$ cat src/corePkg.sv
package corePkg;

    // Datapath and register index widths.
    localparam int xlen = 32;
    localparam int regAddrBits = 5;

    localparam logic [xlen-1:0] resetPc = '0;

    // ALU operations.
    localparam logic [3:0] aluAdd = 4'd0;
    localparam logic [3:0] aluSub = 4'd1;
    localparam logic [3:0] aluAnd = 4'd2;
    localparam logic [3:0] aluOr = 4'd3;
    localparam logic [3:0] aluXor = 4'd4;
    localparam logic [3:0] aluSlt = 4'd5;
    localparam logic [3:0] aluPassB = 4'd6;

    // Writeback value select.
    localparam logic [1:0] resAlu = 2'd0;
    localparam logic [1:0] resPcPlus4 = 2'd1;

    // RV32I major opcodes.
    localparam logic [6:0] opOp = 7'b0110011;
    localparam logic [6:0] opOpImm = 7'b0010011;
    localparam logic [6:0] opLui = 7'b0110111;
    localparam logic [6:0] opAuipc = 7'b0010111;
    localparam logic [6:0] opJal = 7'b1101111;
    localparam logic [6:0] opJalr = 7'b1100111;
    localparam logic [6:0] opBranch = 7'b1100011;

    // Branch conditions in funct3.
    localparam logic [2:0] f3Beq = 3'b000;
    localparam logic [2:0] f3Bne = 3'b001;
    localparam logic [2:0] f3Blt = 3'b100;
    localparam logic [2:0] f3Bge = 3'b101;

endpackage

$ cat src/fetchUnit.sv
`timescale 1ns/1ps

module fetchUnit (
    input  logic                     clk,
    input  logic                     rstN,
    input  logic                     redirect,
    input  logic [corePkg::xlen-1:0] redirectPc,
    output logic                     wbCyc,
    output logic                     wbStb,
    output logic [corePkg::xlen-1:0] wbAdr,
    input  logic [corePkg::xlen-1:0] wbDatI,
    input  logic                     wbAck,
    output logic                     fdValid,
    output logic [corePkg::xlen-1:0] fdInstr,
    output logic [corePkg::xlen-1:0] fdPc
);
    import corePkg::*;

    logic            reqActive;
    logic            discard;
    logic            ackSeen;
    logic [xlen-1:0] pc;
    logic [xlen-1:0] targetPc;

    // The request stays up after an ack, so the next beat starts at once.
    assign wbCyc = reqActive;
    assign wbStb = reqActive;
    assign wbAdr = pc;
    assign ackSeen = reqActive && wbAck;

    always_ff @(posedge clk) begin
        if (!rstN) begin
            reqActive <= 1'b0;
            discard <= 1'b0;
            fdValid <= 1'b0;
            pc <= resetPc;
        end else begin
            reqActive <= 1'b1;
            fdValid <= ackSeen && !redirect && !discard;
            // A redirect mid-transfer waits for the ack before moving the address.
            if (redirect && !ackSeen) begin
                discard <= 1'b1;
            end else if (ackSeen) begin
                discard <= 1'b0;
            end
            if (ackSeen) begin
                if (redirect) begin
                    pc <= redirectPc;
                end else if (discard) begin
                    pc <= targetPc;
                end else begin
                    pc <= pc + xlen'(4);
                end
            end
        end
    end

    always_ff @(posedge clk) begin
        if (redirect && !ackSeen) begin
            targetPc <= redirectPc;
        end
        if (ackSeen) begin
            fdInstr <= wbDatI;
            fdPc <= pc;
        end
    end

endmodule

$ cat src/regFile.sv
`timescale 1ns/1ps

module regFile (
    input  logic                            clk,
    input  logic                            rstN,
    input  logic [corePkg::regAddrBits-1:0] rs1Addr,
    input  logic [corePkg::regAddrBits-1:0] rs2Addr,
    output logic [corePkg::xlen-1:0]        rs1Data,
    output logic [corePkg::xlen-1:0]        rs2Data,
    input  logic                            we,
    input  logic [corePkg::regAddrBits-1:0] waddr,
    input  logic [corePkg::xlen-1:0]        wdata
);
    import corePkg::*;

    // x0 has no storage.
    logic [xlen-1:0] regs [1:2**regAddrBits-1];

    // Same-cycle writes bypass to the reader.
    function automatic logic [xlen-1:0] readPort(input logic [regAddrBits-1:0] addr);
        if (addr == '0) begin
            return '0;
        end else if (we && addr == waddr) begin
            return wdata;
        end
        return regs[addr];
    endfunction

    always_comb begin
        rs1Data = readPort(rs1Addr);
        rs2Data = readPort(rs2Addr);
    end

    always_ff @(posedge clk) begin
        if (!rstN) begin
            for (int i = 1; i < 2**regAddrBits; i++) begin
                regs[i] <= '0;
            end
        end else if (we && waddr != '0) begin
            regs[waddr] <= wdata;
        end
    end

endmodule

$ cat src/decodeStage.sv
`timescale 1ns/1ps

module decodeStage (
    input  logic                            clk,
    input  logic                            rstN,
    input  logic                            fdValid,
    input  logic [corePkg::xlen-1:0]        fdInstr,
    input  logic [corePkg::xlen-1:0]        fdPc,
    input  logic                            rfWe,
    input  logic [corePkg::regAddrBits-1:0] rfWaddr,
    input  logic [corePkg::xlen-1:0]        rfWdata,
    output logic                            validD,
    output logic                            regWriteD,
    output logic [1:0]                      resultSrcD,
    output logic                            jumpD,
    output logic                            jumpRegD,
    output logic                            branchD,
    output logic [3:0]                      aluControlD,
    output logic                            aluSrcImmD,
    output logic                            aluSrcPcD,
    output logic [corePkg::xlen-1:0]        rs1DataD,
    output logic [corePkg::xlen-1:0]        rs2DataD,
    output logic [corePkg::xlen-1:0]        pcD,
    output logic [corePkg::xlen-1:0]        pcPlus4D,
    output logic [corePkg::xlen-1:0]        immD,
    output logic [corePkg::regAddrBits-1:0] rdD,
    output logic [2:0]                      funct3D
);
    import corePkg::*;

    logic [6:0]      opcode;
    logic [6:0]      funct7;
    logic [xlen-1:0] immI;
    logic [xlen-1:0] immU;
    logic [xlen-1:0] immB;
    logic [xlen-1:0] immJ;
    logic            known;
    logic            regWrite;

    assign opcode = fdInstr[6:0];
    assign funct7 = fdInstr[31:25];
    assign rdD = fdInstr[11:7];
    assign funct3D = fdInstr[14:12];
    assign pcD = fdPc;
    assign pcPlus4D = fdPc + xlen'(4);

    assign immI = {{20{fdInstr[31]}}, fdInstr[31:20]};
    assign immU = {fdInstr[31:12], 12'b0};
    assign immB = {{19{fdInstr[31]}}, fdInstr[31], fdInstr[7], fdInstr[30:25],
                   fdInstr[11:8], 1'b0};
    assign immJ = {{11{fdInstr[31]}}, fdInstr[31], fdInstr[19:12], fdInstr[20],
                   fdInstr[30:21], 1'b0};

    regFile rf0 (
        .clk(clk),
        .rstN(rstN),
        .rs1Addr(fdInstr[19:15]),
        .rs2Addr(fdInstr[24:20]),
        .rs1Data(rs1DataD),
        .rs2Data(rs2DataD),
        .we(rfWe),
        .waddr(rfWaddr),
        .wdata(rfWdata)
    );

    always_comb begin
        known = 1'b1;
        regWrite = 1'b1;
        resultSrcD = resAlu;
        jumpD = 1'b0;
        jumpRegD = 1'b0;
        branchD = 1'b0;
        aluControlD = aluAdd;
        aluSrcImmD = 1'b0;
        aluSrcPcD = 1'b0;
        immD = immI;
        case (opcode)
            opOp, opOpImm: begin
                aluSrcImmD = (opcode == opOpImm);
                case (funct3D)
                    3'b000: aluControlD = (opcode == opOp && funct7[5]) ? aluSub : aluAdd;
                    3'b010: aluControlD = aluSlt;
                    3'b100: aluControlD = aluXor;
                    3'b110: aluControlD = aluOr;
                    3'b111: aluControlD = aluAnd;
                    default: known = 1'b0;
                endcase
            end
            opLui, opAuipc: begin
                // AUIPC adds the upper immediate to the PC.
                aluSrcImmD = 1'b1;
                aluSrcPcD = (opcode == opAuipc);
                aluControlD = (opcode == opLui) ? aluPassB : aluAdd;
                immD = immU;
            end
            opJal, opJalr: begin
                jumpD = 1'b1;
                jumpRegD = (opcode == opJalr);
                resultSrcD = resPcPlus4;
                immD = (opcode == opJal) ? immJ : immI;
            end
            opBranch: begin
                regWrite = 1'b0;
                branchD = 1'b1;
                immD = immB;
                known = (funct3D == f3Beq) || (funct3D == f3Bne) ||
                        (funct3D == f3Blt) || (funct3D == f3Bge);
            end
            default: begin
                known = 1'b0;
            end
        endcase
    end

    assign validD = fdValid && known;
    assign regWriteD = validD && regWrite;

endmodule

$ cat src/idExReg.sv
`timescale 1ns/1ps

module idExReg (
    input  logic                            clk,
    input  logic                            rstN,
    input  logic                            flush,
    input  logic                            validD,
    input  logic                            regWriteD,
    input  logic [1:0]                      resultSrcD,
    input  logic                            jumpD,
    input  logic                            jumpRegD,
    input  logic                            branchD,
    input  logic [3:0]                      aluControlD,
    input  logic                            aluSrcImmD,
    input  logic                            aluSrcPcD,
    input  logic [corePkg::xlen-1:0]        rs1DataD,
    input  logic [corePkg::xlen-1:0]        rs2DataD,
    input  logic [corePkg::xlen-1:0]        pcD,
    input  logic [corePkg::xlen-1:0]        pcPlus4D,
    input  logic [corePkg::xlen-1:0]        immD,
    input  logic [corePkg::regAddrBits-1:0] rdD,
    input  logic [2:0]                      funct3D,
    output logic                            validE,
    output logic                            regWriteE,
    output logic [1:0]                      resultSrcE,
    output logic                            jumpE,
    output logic                            jumpRegE,
    output logic                            branchE,
    output logic [3:0]                      aluControlE,
    output logic                            aluSrcImmE,
    output logic                            aluSrcPcE,
    output logic [corePkg::xlen-1:0]        rs1DataE,
    output logic [corePkg::xlen-1:0]        rs2DataE,
    output logic [corePkg::xlen-1:0]        pcE,
    output logic [corePkg::xlen-1:0]        pcPlus4E,
    output logic [corePkg::xlen-1:0]        immE,
    output logic [corePkg::regAddrBits-1:0] rdE,
    output logic [2:0]                      funct3E
);

    // A flush turns the stage into a bubble.
    always_ff @(posedge clk) begin
        if (!rstN || flush) begin
            {validE, regWriteE, resultSrcE, jumpE, jumpRegE, branchE, aluControlE,
             aluSrcImmE, aluSrcPcE, rs1DataE, rs2DataE, pcE, pcPlus4E, immE, rdE,
             funct3E} <= '0;
        end else begin
            validE <= validD;
            regWriteE <= regWriteD;
            resultSrcE <= resultSrcD;
            jumpE <= jumpD;
            jumpRegE <= jumpRegD;
            branchE <= branchD;
            aluControlE <= aluControlD;
            aluSrcImmE <= aluSrcImmD;
            aluSrcPcE <= aluSrcPcD;
            rs1DataE <= rs1DataD;
            rs2DataE <= rs2DataD;
            pcE <= pcD;
            pcPlus4E <= pcPlus4D;
            immE <= immD;
            rdE <= rdD;
            funct3E <= funct3D;
        end
    end

endmodule

$ cat src/executeStage.sv
`timescale 1ns/1ps

module executeStage (
    input  logic                            validE,
    input  logic                            regWriteE,
    input  logic [1:0]                      resultSrcE,
    input  logic                            jumpE,
    input  logic                            jumpRegE,
    input  logic                            branchE,
    input  logic [3:0]                      aluControlE,
    input  logic                            aluSrcImmE,
    input  logic                            aluSrcPcE,
    input  logic [corePkg::xlen-1:0]        rs1DataE,
    input  logic [corePkg::xlen-1:0]        rs2DataE,
    input  logic [corePkg::xlen-1:0]        pcE,
    input  logic [corePkg::xlen-1:0]        pcPlus4E,
    input  logic [corePkg::xlen-1:0]        immE,
    input  logic [corePkg::regAddrBits-1:0] rdE,
    input  logic [2:0]                      funct3E,
    output logic                            rfWe,
    output logic [corePkg::regAddrBits-1:0] rfWaddr,
    output logic [corePkg::xlen-1:0]        rfWdata,
    output logic                            redirect,
    output logic [corePkg::xlen-1:0]        redirectPc,
    output logic                            retireValid,
    output logic [corePkg::xlen-1:0]        retirePc,
    output logic [corePkg::regAddrBits-1:0] retireRd,
    output logic [corePkg::xlen-1:0]        retireData
);
    import corePkg::*;

    logic [xlen-1:0] srcA;
    logic [xlen-1:0] srcB;
    logic [xlen-1:0] aluResult;
    logic [xlen-1:0] wbValue;
    logic            branchTaken;

    assign srcA = aluSrcPcE ? pcE : rs1DataE;
    assign srcB = aluSrcImmE ? immE : rs2DataE;

    always_comb begin
        case (aluControlE)
            aluSub: aluResult = srcA - srcB;
            aluAnd: aluResult = srcA & srcB;
            aluOr: aluResult = srcA | srcB;
            aluXor: aluResult = srcA ^ srcB;
            aluSlt: aluResult = xlen'($signed(srcA) < $signed(srcB));
            aluPassB: aluResult = srcB;
            default: aluResult = srcA + srcB;
        endcase
    end

    // Branches compare the register operands directly.
    always_comb begin
        case (funct3E)
            f3Beq: branchTaken = (rs1DataE == rs2DataE);
            f3Bne: branchTaken = (rs1DataE != rs2DataE);
            f3Blt: branchTaken = ($signed(rs1DataE) < $signed(rs2DataE));
            f3Bge: branchTaken = ($signed(rs1DataE) >= $signed(rs2DataE));
            default: branchTaken = 1'b0;
        endcase
    end

    assign redirect = validE && (jumpE || (branchE && branchTaken));
    assign redirectPc = jumpRegE ? ((rs1DataE + immE) & ~xlen'(1)) : (pcE + immE);

    assign wbValue = (resultSrcE == resPcPlus4) ? pcPlus4E : aluResult;

    // Writes to x0 are dropped here.
    assign rfWe = validE && regWriteE && (rdE != '0);
    assign rfWaddr = rdE;
    assign rfWdata = wbValue;

    assign retireValid = validE;
    assign retirePc = pcE;
    assign retireRd = rfWe ? rdE : '0;
    assign retireData = rfWe ? wbValue : '0;

endmodule

$ cat src/coreTop.sv
`timescale 1ns/1ps

module coreTop (
    input  logic                            clk,
    input  logic                            rstN,
    output logic                            wbCyc,
    output logic                            wbStb,
    output logic [corePkg::xlen-1:0]        wbAdr,
    input  logic [corePkg::xlen-1:0]        wbDatI,
    input  logic                            wbAck,
    output logic                            retireValid,
    output logic [corePkg::xlen-1:0]        retirePc,
    output logic [corePkg::regAddrBits-1:0] retireRd,
    output logic [corePkg::xlen-1:0]        retireData
);
    import corePkg::*;

    logic                   fdValid;
    logic [xlen-1:0]        fdInstr;
    logic [xlen-1:0]        fdPc;
    logic                   redirect;
    logic [xlen-1:0]        redirectPc;
    logic                   rfWe;
    logic [regAddrBits-1:0] rfWaddr;
    logic [xlen-1:0]        rfWdata;

    // Decoded bundle.
    logic                   validD;
    logic                   regWriteD;
    logic [1:0]             resultSrcD;
    logic                   jumpD;
    logic                   jumpRegD;
    logic                   branchD;
    logic [3:0]             aluControlD;
    logic                   aluSrcImmD;
    logic                   aluSrcPcD;
    logic [xlen-1:0]        rs1DataD;
    logic [xlen-1:0]        rs2DataD;
    logic [xlen-1:0]        pcD;
    logic [xlen-1:0]        pcPlus4D;
    logic [xlen-1:0]        immD;
    logic [regAddrBits-1:0] rdD;
    logic [2:0]             funct3D;

    // Bundle in execute.
    logic                   validE;
    logic                   regWriteE;
    logic [1:0]             resultSrcE;
    logic                   jumpE;
    logic                   jumpRegE;
    logic                   branchE;
    logic [3:0]             aluControlE;
    logic                   aluSrcImmE;
    logic                   aluSrcPcE;
    logic [xlen-1:0]        rs1DataE;
    logic [xlen-1:0]        rs2DataE;
    logic [xlen-1:0]        pcE;
    logic [xlen-1:0]        pcPlus4E;
    logic [xlen-1:0]        immE;
    logic [regAddrBits-1:0] rdE;
    logic [2:0]             funct3E;

    fetchUnit fetch0 (.*);

    decodeStage decode0 (.*);

    idExReg idEx0 (
        .flush(redirect),
        .*
    );

    executeStage execute0 (.*);

endmodule

$ cat config.mk
export PLATFORM = sky130hd
export DESIGN_NAME = coreTop
export DESIGN_NICKNAME = d
export VERILOG_FILES = /design/src/corePkg.sv /design/src/fetchUnit.sv /design/src/regFile.sv /design/src/decodeStage.sv /design/src/idExReg.sv /design/src/executeStage.sv /design/src/coreTop.sv
export SDC_FILE = /design/constraint.sdc
export NUM_CORES = 2
export LEC_CHECK = 0
export ABC_AREA = 0
export BUFFER_PORTS_ARGS = -buffer_cell sky130_fd_sc_hd__buf_2
export CAP_MARGIN = 5
export CORE_MARGIN = 2
export CORE_UTILIZATION = 45
export DETAILED_ROUTE_END_ITERATION = 8
export GPL_TIMING_DRIVEN = 0
export PLACE_DENSITY_LB_ADDON = 0.08
export SLEW_MARGIN = 20
export SYNTH_ARGS = -nofsm -noshare
export SYNTH_HDL_FRONTEND = slang
export SYNTH_SLANG_ARGS = --single-unit
$ cat constraint.sdc
create_clock -name clk -period 5.4 [get_ports clk]
set_input_delay 0.54 -clock clk [delete_from_list [all_inputs] [get_ports clk]]
set_output_delay 0.54 -clock clk [all_outputs]
set_load 0.02 [all_outputs]
# == Word level (Yosys, flattened, before mapping) ==
# Memory sizes are Yosys's and may differ from the RTL's. A register that Yosys moved wholly into a read port is not among the register bits.
# Index checks and enable logic that the tools add are counted.
# classes
addsub,6
n_lt_le_gt_ge,3
eq_ne,27
n_mux,45
bitwise_logic,5
n_reduce_logical,37
# ops
op,count
$mux W32,14
$pmux W32 S6,1
$add A32 B32 Y32,3
$pmux W31 S3,1
$add A32 B3 Y32 const B,2
$lt A32 B32 Y1,2
$and A32 B32 Y32,1
$eq A32 B32 Y1,1
$ge A32 B32 Y1,1
$ne A32 B32 Y1,1
$or A32 B32 Y32,1
$reduce_or A32 Y1,1
$sub A32 B32 Y32,1
$xor A32 B32 Y32,1
$eq A7 B7 Y1 const B,3
$mux W20,1
$mux W5,4
$pmux W4 S5,1
$eq A3 B3 Y1 const B,6
$mux W1,18
$eq A7 B5 Y1 const B,2
$eq A7 B6 Y1 const B,2
$logic_and A1 B1 Y1,14
$eq A4 B3 Y1 const B,3
other kinds (21),38
# totals
ff_bits,312
ram_bits,992
wordCells,147
memories,1
# mem_list
name,words,word_bits,rd,rd_clocked_by_memory_dff,wr,line_no,text
decode0.rf0.regs,31,32,2,2,31,regFile.sv:17,logic [xlen-1:0] regs [1:2**regAddrBits-1];

# == Depth between registers and ports, before layout ==
# depth
ltp_word,8
mapped_depth,21
ltp_nobuf,18

# == Cells and area by module ==
# Synthesis repeated with hierarchy kept, for this count alone.
# hier_totals
cells_unflattened,6498
area_unflattened_um2,78616.6
# by_module_without_submodules
module,instances,cells_each,area_each_um2,seq_area_each_um2
regFile,1,3844,55374.4,30749.5
executeStage,1,1630,10969.3,0.0
idExReg,1,401,5461.5,3623.5
fetchUnit,1,412,5340.1,3583.4
decodeStage,1,211,1471.4,0.0

# == Worst setup path after synthesis ==
# No wires, ideal clock.
# synth_timing
kind,reg2out
from,register idEx0.aluSrcImmE
to,output retireData[31] in the netlist's numbering
arrival_time_ns,4.919
required_time_ns,4.860
slack_ns,-0.059
stages_incl_launch_ff,19
path_buffers,6
cell_sequence,dfxtp_1 buf_2 buf_1 buf_2 buf_2 mux2i_1 ha_1 a21o_1 a21oi_1 nor2_1 o31a_1 a31oi_1 a31oi_2 a221oi_1 xor2_1 a311o_1 buf_6 buf_2 nor2_1
# synth_between
elab_chain_len,5
# synth_rtl
item,line_no,text
from (decl),idExReg.sv:30,"output logic aluSrcImmE,"
from (signal assigned),idExReg.sv:55,aluSrcImmE <= aluSrcImmD;
$mux W32 (*),executeStage.sv:39,assign srcB = aluSrcImmE ? immE : rs2DataE;
$add A32 B32 Y32 (tied with other cells),executeStage.sv:49,default: aluResult = srcA + srcB;
$pmux W32 S6 (*),executeStage.sv:42,case (aluControlE)
$mux W32 (*),executeStage.sv:67,assign wbValue = (resultSrcE == resPcPlus4) ? pcPlus4E : aluResult;
$mux W32 (*),executeStage.sv:77,assign retireData = rfWe ? wbValue : '0;
to (decl),coreTop.sv:14,output logic [corePkg::xlen-1:0] retireData
# Mark *: on every way between the ends. The rest lies on a longest branch, timed or not.

# == Final worst setup path ==
# layout_timing
from,register idEx0.aluSrcImmE
to,output retireData[22] in the netlist's numbering
# Same word-level chain as after synthesis.

==> reports/results.txt <==
status - complete, but fails checks
failing checks - negative setup slack
CP max stage delay - 0.75 ns
Slew @ Worst Pin - 1.27 ns
Pwr Total - 29.6 mW
main flop type after synthesis - edfxtp_1
Die ar. - 168000 um2
Req. time, crit path - 4.86 ns
DR pass1 iterations - 8
largest net degree at the start of global routing - 34
Layout Nets - 6733
P per Cell Area - 340 nW/um2
CP bufs+invs - 7
site row count - 148
count of final max-slew check failures - 0
Vias/cell - 6.45
post-synth top area share - 0.455
syn_area_per_cell - 12.4 um2
CTS tree - yes
vias in the first global route - 55.1k
Worst Skew - 0.0479 ns
Via Count - 56.8k
Worst EP arrival - 5.45 ns
total gr overflow - 0
slew margin rel. - 0.151
ratio of cells with drive above 1 in the final layout - 0.245
DRT antenna net count - 0
hold_ws - 0.0571 ns
min Tclk post-route - 5.99 ns
R2R depth - 20
setup slack, reg-to-reg - 0.13 ns
CP max stage cell - o211ai_1
final worst slack - -0.587 ns
Worst Setup Path Type - reg2out
most frequent cells after synthesis - 1349 x nor2_1, 1120 x edfxtp_1, 640 x mux4_2, 359 x clkbuf_1, 273 x nand2_1
Iter 0 DRT Violations - 7479
VDD IR max - 0.382 mV
Total GRT Usage - 0.366
initial antenna violation count - 13
Most common cell on crit path - buf_6
RePlAce Congestion - 0.990
Detailed Place HPWL - 225 mm
Post-synth ARST share - 0
unrepaired setup endpoints after global routing - yes
Final setup viols - 17
fin cells - 8804
Worst Setup Start Kind - flip-flop
Min-Delay Path Class - in2reg
htree depth - 4
Syn Std Cell Area - 73900 um2
Worst path top cell family by delay - compound AO/OA/AOI/OAI gates
Synth cell types - 99
die height - 409 um
CTS clock-pin slew for the worst setup and hold paths - 0.06 ns
Post-Syn Instances - 5971
Synth area leaders - edfxtp_1 45%, mux4_2 19%, nor2_1 6.8%
Hold Fails Final Rpt - 0
Core Region - 163000 um2
initial core utilization - 0.454
Seq cells post-synth - 1341
Levels on crit path - 21
Area Overhead vs Synth - 17.5%
total CTS buffers - 152
top-count cell post-synth - nor2_1
root buf cell - clkbuf_16
P_leak - 31.9 nW
Clock Latency Late Sink - 0.83 ns
post-synthesis sequential area ratio - 0.515
crit-path cells - buf_6, buf_12, buf_12, mux2i_4, inv_2, ha_4, inv_2, fa_2, nand2b_4, a21oi_4, o21bai_2, a311o_2, a2111oi_4, o21a_2, nor2_2, xnor2_1, o211ai_1, o21ai_4, buf_6, nor2_4, buf_6
number of synthesis warnings - 0
clk sink count - 1341
DR WL/cell - 35.3 um
final WL - 311 mm
Max Fclk - 167 MHz
Port Buffers - 138
Worst Setup End Kind - output pin
Max Cap Viol - 0
I/O Pins - 139
Hold Crit Depth - 1
clk buf depth - 3
fin util - 0.533
dpl cells - 8351
first-pass GRT wire length - 426 mm
Post-synth EDFFs - 1120
fin crit share - 1.11
Die Wd - 409 um
critical path peak fanout - 7
Synth area leader - edfxtp_1
# DRC - 0
## sequential cells by signal, indices dropped and copies added, names as in the netlist, 5 cells and up, named ones only
| register | cells |
|---|---|
| decode0.rf0.regs | 1024 |
| fetch0.fdInstr | 32 |
| fetch0.fdPc | 32 |
| fetch0.targetPc | 32 |
| fetch0.wbAdr | 32 |
| idEx0.immE | 32 |
| idEx0.pcPlus4E | 32 |
| idEx0.rs1DataE | 32 |
| idEx0.rs2DataE | 32 |
| idEx0.pcE | 30 |
| idEx0.rdE | 5 |
## where the power goes
part	switching (mW)	internal, mW
clock	4.57	5.57
sequential	0.373	11.6
combinational	4.74	2.67
total	9.68	19.9
## placed cells by master, fill, tap and decap left out, types with 27 or more instances in the layout
master and n:
buf_4 142, mux2i_1 95, buf_2 182, a211oi_1 36, mux4_2 640, buf_12 48, xnor2_1 59, conb_1 32
nor3_1 40, nand3_1 61, buf_1 40, a21oi_1 247, xor2_1 70, inv_1 199, o21ai_0 144, nand2_1 241
edfxtp_1 1120, clkbuf_16 159, clkbuf_2 52, o21a_1 27, clkinv_1 27, and3_1 35, o22ai_1 49, a21o_1 38
nand2b_1 31, buf_6 44, and2_1 53, nor2_1 1329, ha_1 174, dfxtp_1 218, clkbuf_1 339, dlygate4sd3_1 31
## metal layers
layer  vias to the layer above  GRT usage  routed length (um)
met5                         -          0                  55
met4                         8      0.227               23100
met3                       810     0.0970               35200
met2                      3585      0.569              141000
met1                     28986      0.456              111000
li1                      23365          -                   -
## path summary, 6_finish.rpt
kind                               to             start
min                fetch0.fdInstr[21]        wbDatI[21]
min reg2reg         idEx0.pcPlus4E[0]    fetch0.fdPc[0]
max                    retireData[22]  idEx0.aluSrcImmE
max reg2reg  decode0.rf0.regs[11][24]  idEx0.aluSrcImmE
## cells by family after synthesis
kind of cell / after synthesis / share of synthesized area
other: 1 / 0.0000507
buffers and inverters: 709 / 0.0374
AOI/OAI and AO/OA: 830 / 0.0726
xor gates and xnor gates: 131 / 0.0155
muxes: 782 / 0.214
DFF: 1341 / 0.515
adders and majority gates: 195 / 0.0334
and+or+nand+nor: 1982 / 0.112
## cell type report
cell class / instances / area (um2)
fill: 14107 / 76100
sequential: 1341 / 38100
multi-input combinational: 3952 / 35000
clock buffer: 205 / 4060
timing repair buffer: 377 / 3420
tap: 2175 / 2720
buffer: 468 / 2150
inverter: 211 / 800
clock inverter: 67 / 651
antenna: 8 / 20.0
## timing repair
action / in CTS / in global routing
endpoints found under the hold margin: 37 / 0
cloned: 1 / 2
setup endpoints to repair: 1041 / 30
setup buffers: 128 / 45
gates resized for setup: 339 / 124
hold buffers: 31 / 0
pin swaps: 67 / 67
## worst register-to-register path, cell delays in order, from the launching register on
cell	delay, ns
dfxtp_4	0.35
buf_6	0.12
buf_4	0.18
mux2i_4	0.45
ha_1	0.32
clkbuf_1	0.24
a211o_1	0.37
a211oi_2	0.20
buf_4	0.16
nand4_1	0.22
a41oi_2	0.33
buf_4	0.16
buf_4	0.10
o21ai_1	0.07
a21oi_1	0.15
o21ai_0	0.10
or3b_4	0.45
buf_4	0.33
buf_4	0.26
buf_2	0.35
nor2_1	0.11
## metrics by stage
| stage | worst slack [ns] | TNS [ns] | cell area, um2 |
|---|---|---|---|
| 6_report | -0.587 | -4.68 | 86900 |
| 2_1_floorplan | 0.0306 | 0 | 74100 |
| 4_1_cts | -0.490 | -5.03 | 86100 |
| 3_5_place_dp | -2.55 | -1331.12 | 78400 |
| 3_3_place_gp | -3.19 | -2239.39 | 77500 |
| 5_1_grt | -0.527 | -6.02 | 86900 |
No activity file was read; power rests on OpenSTA's default activity.
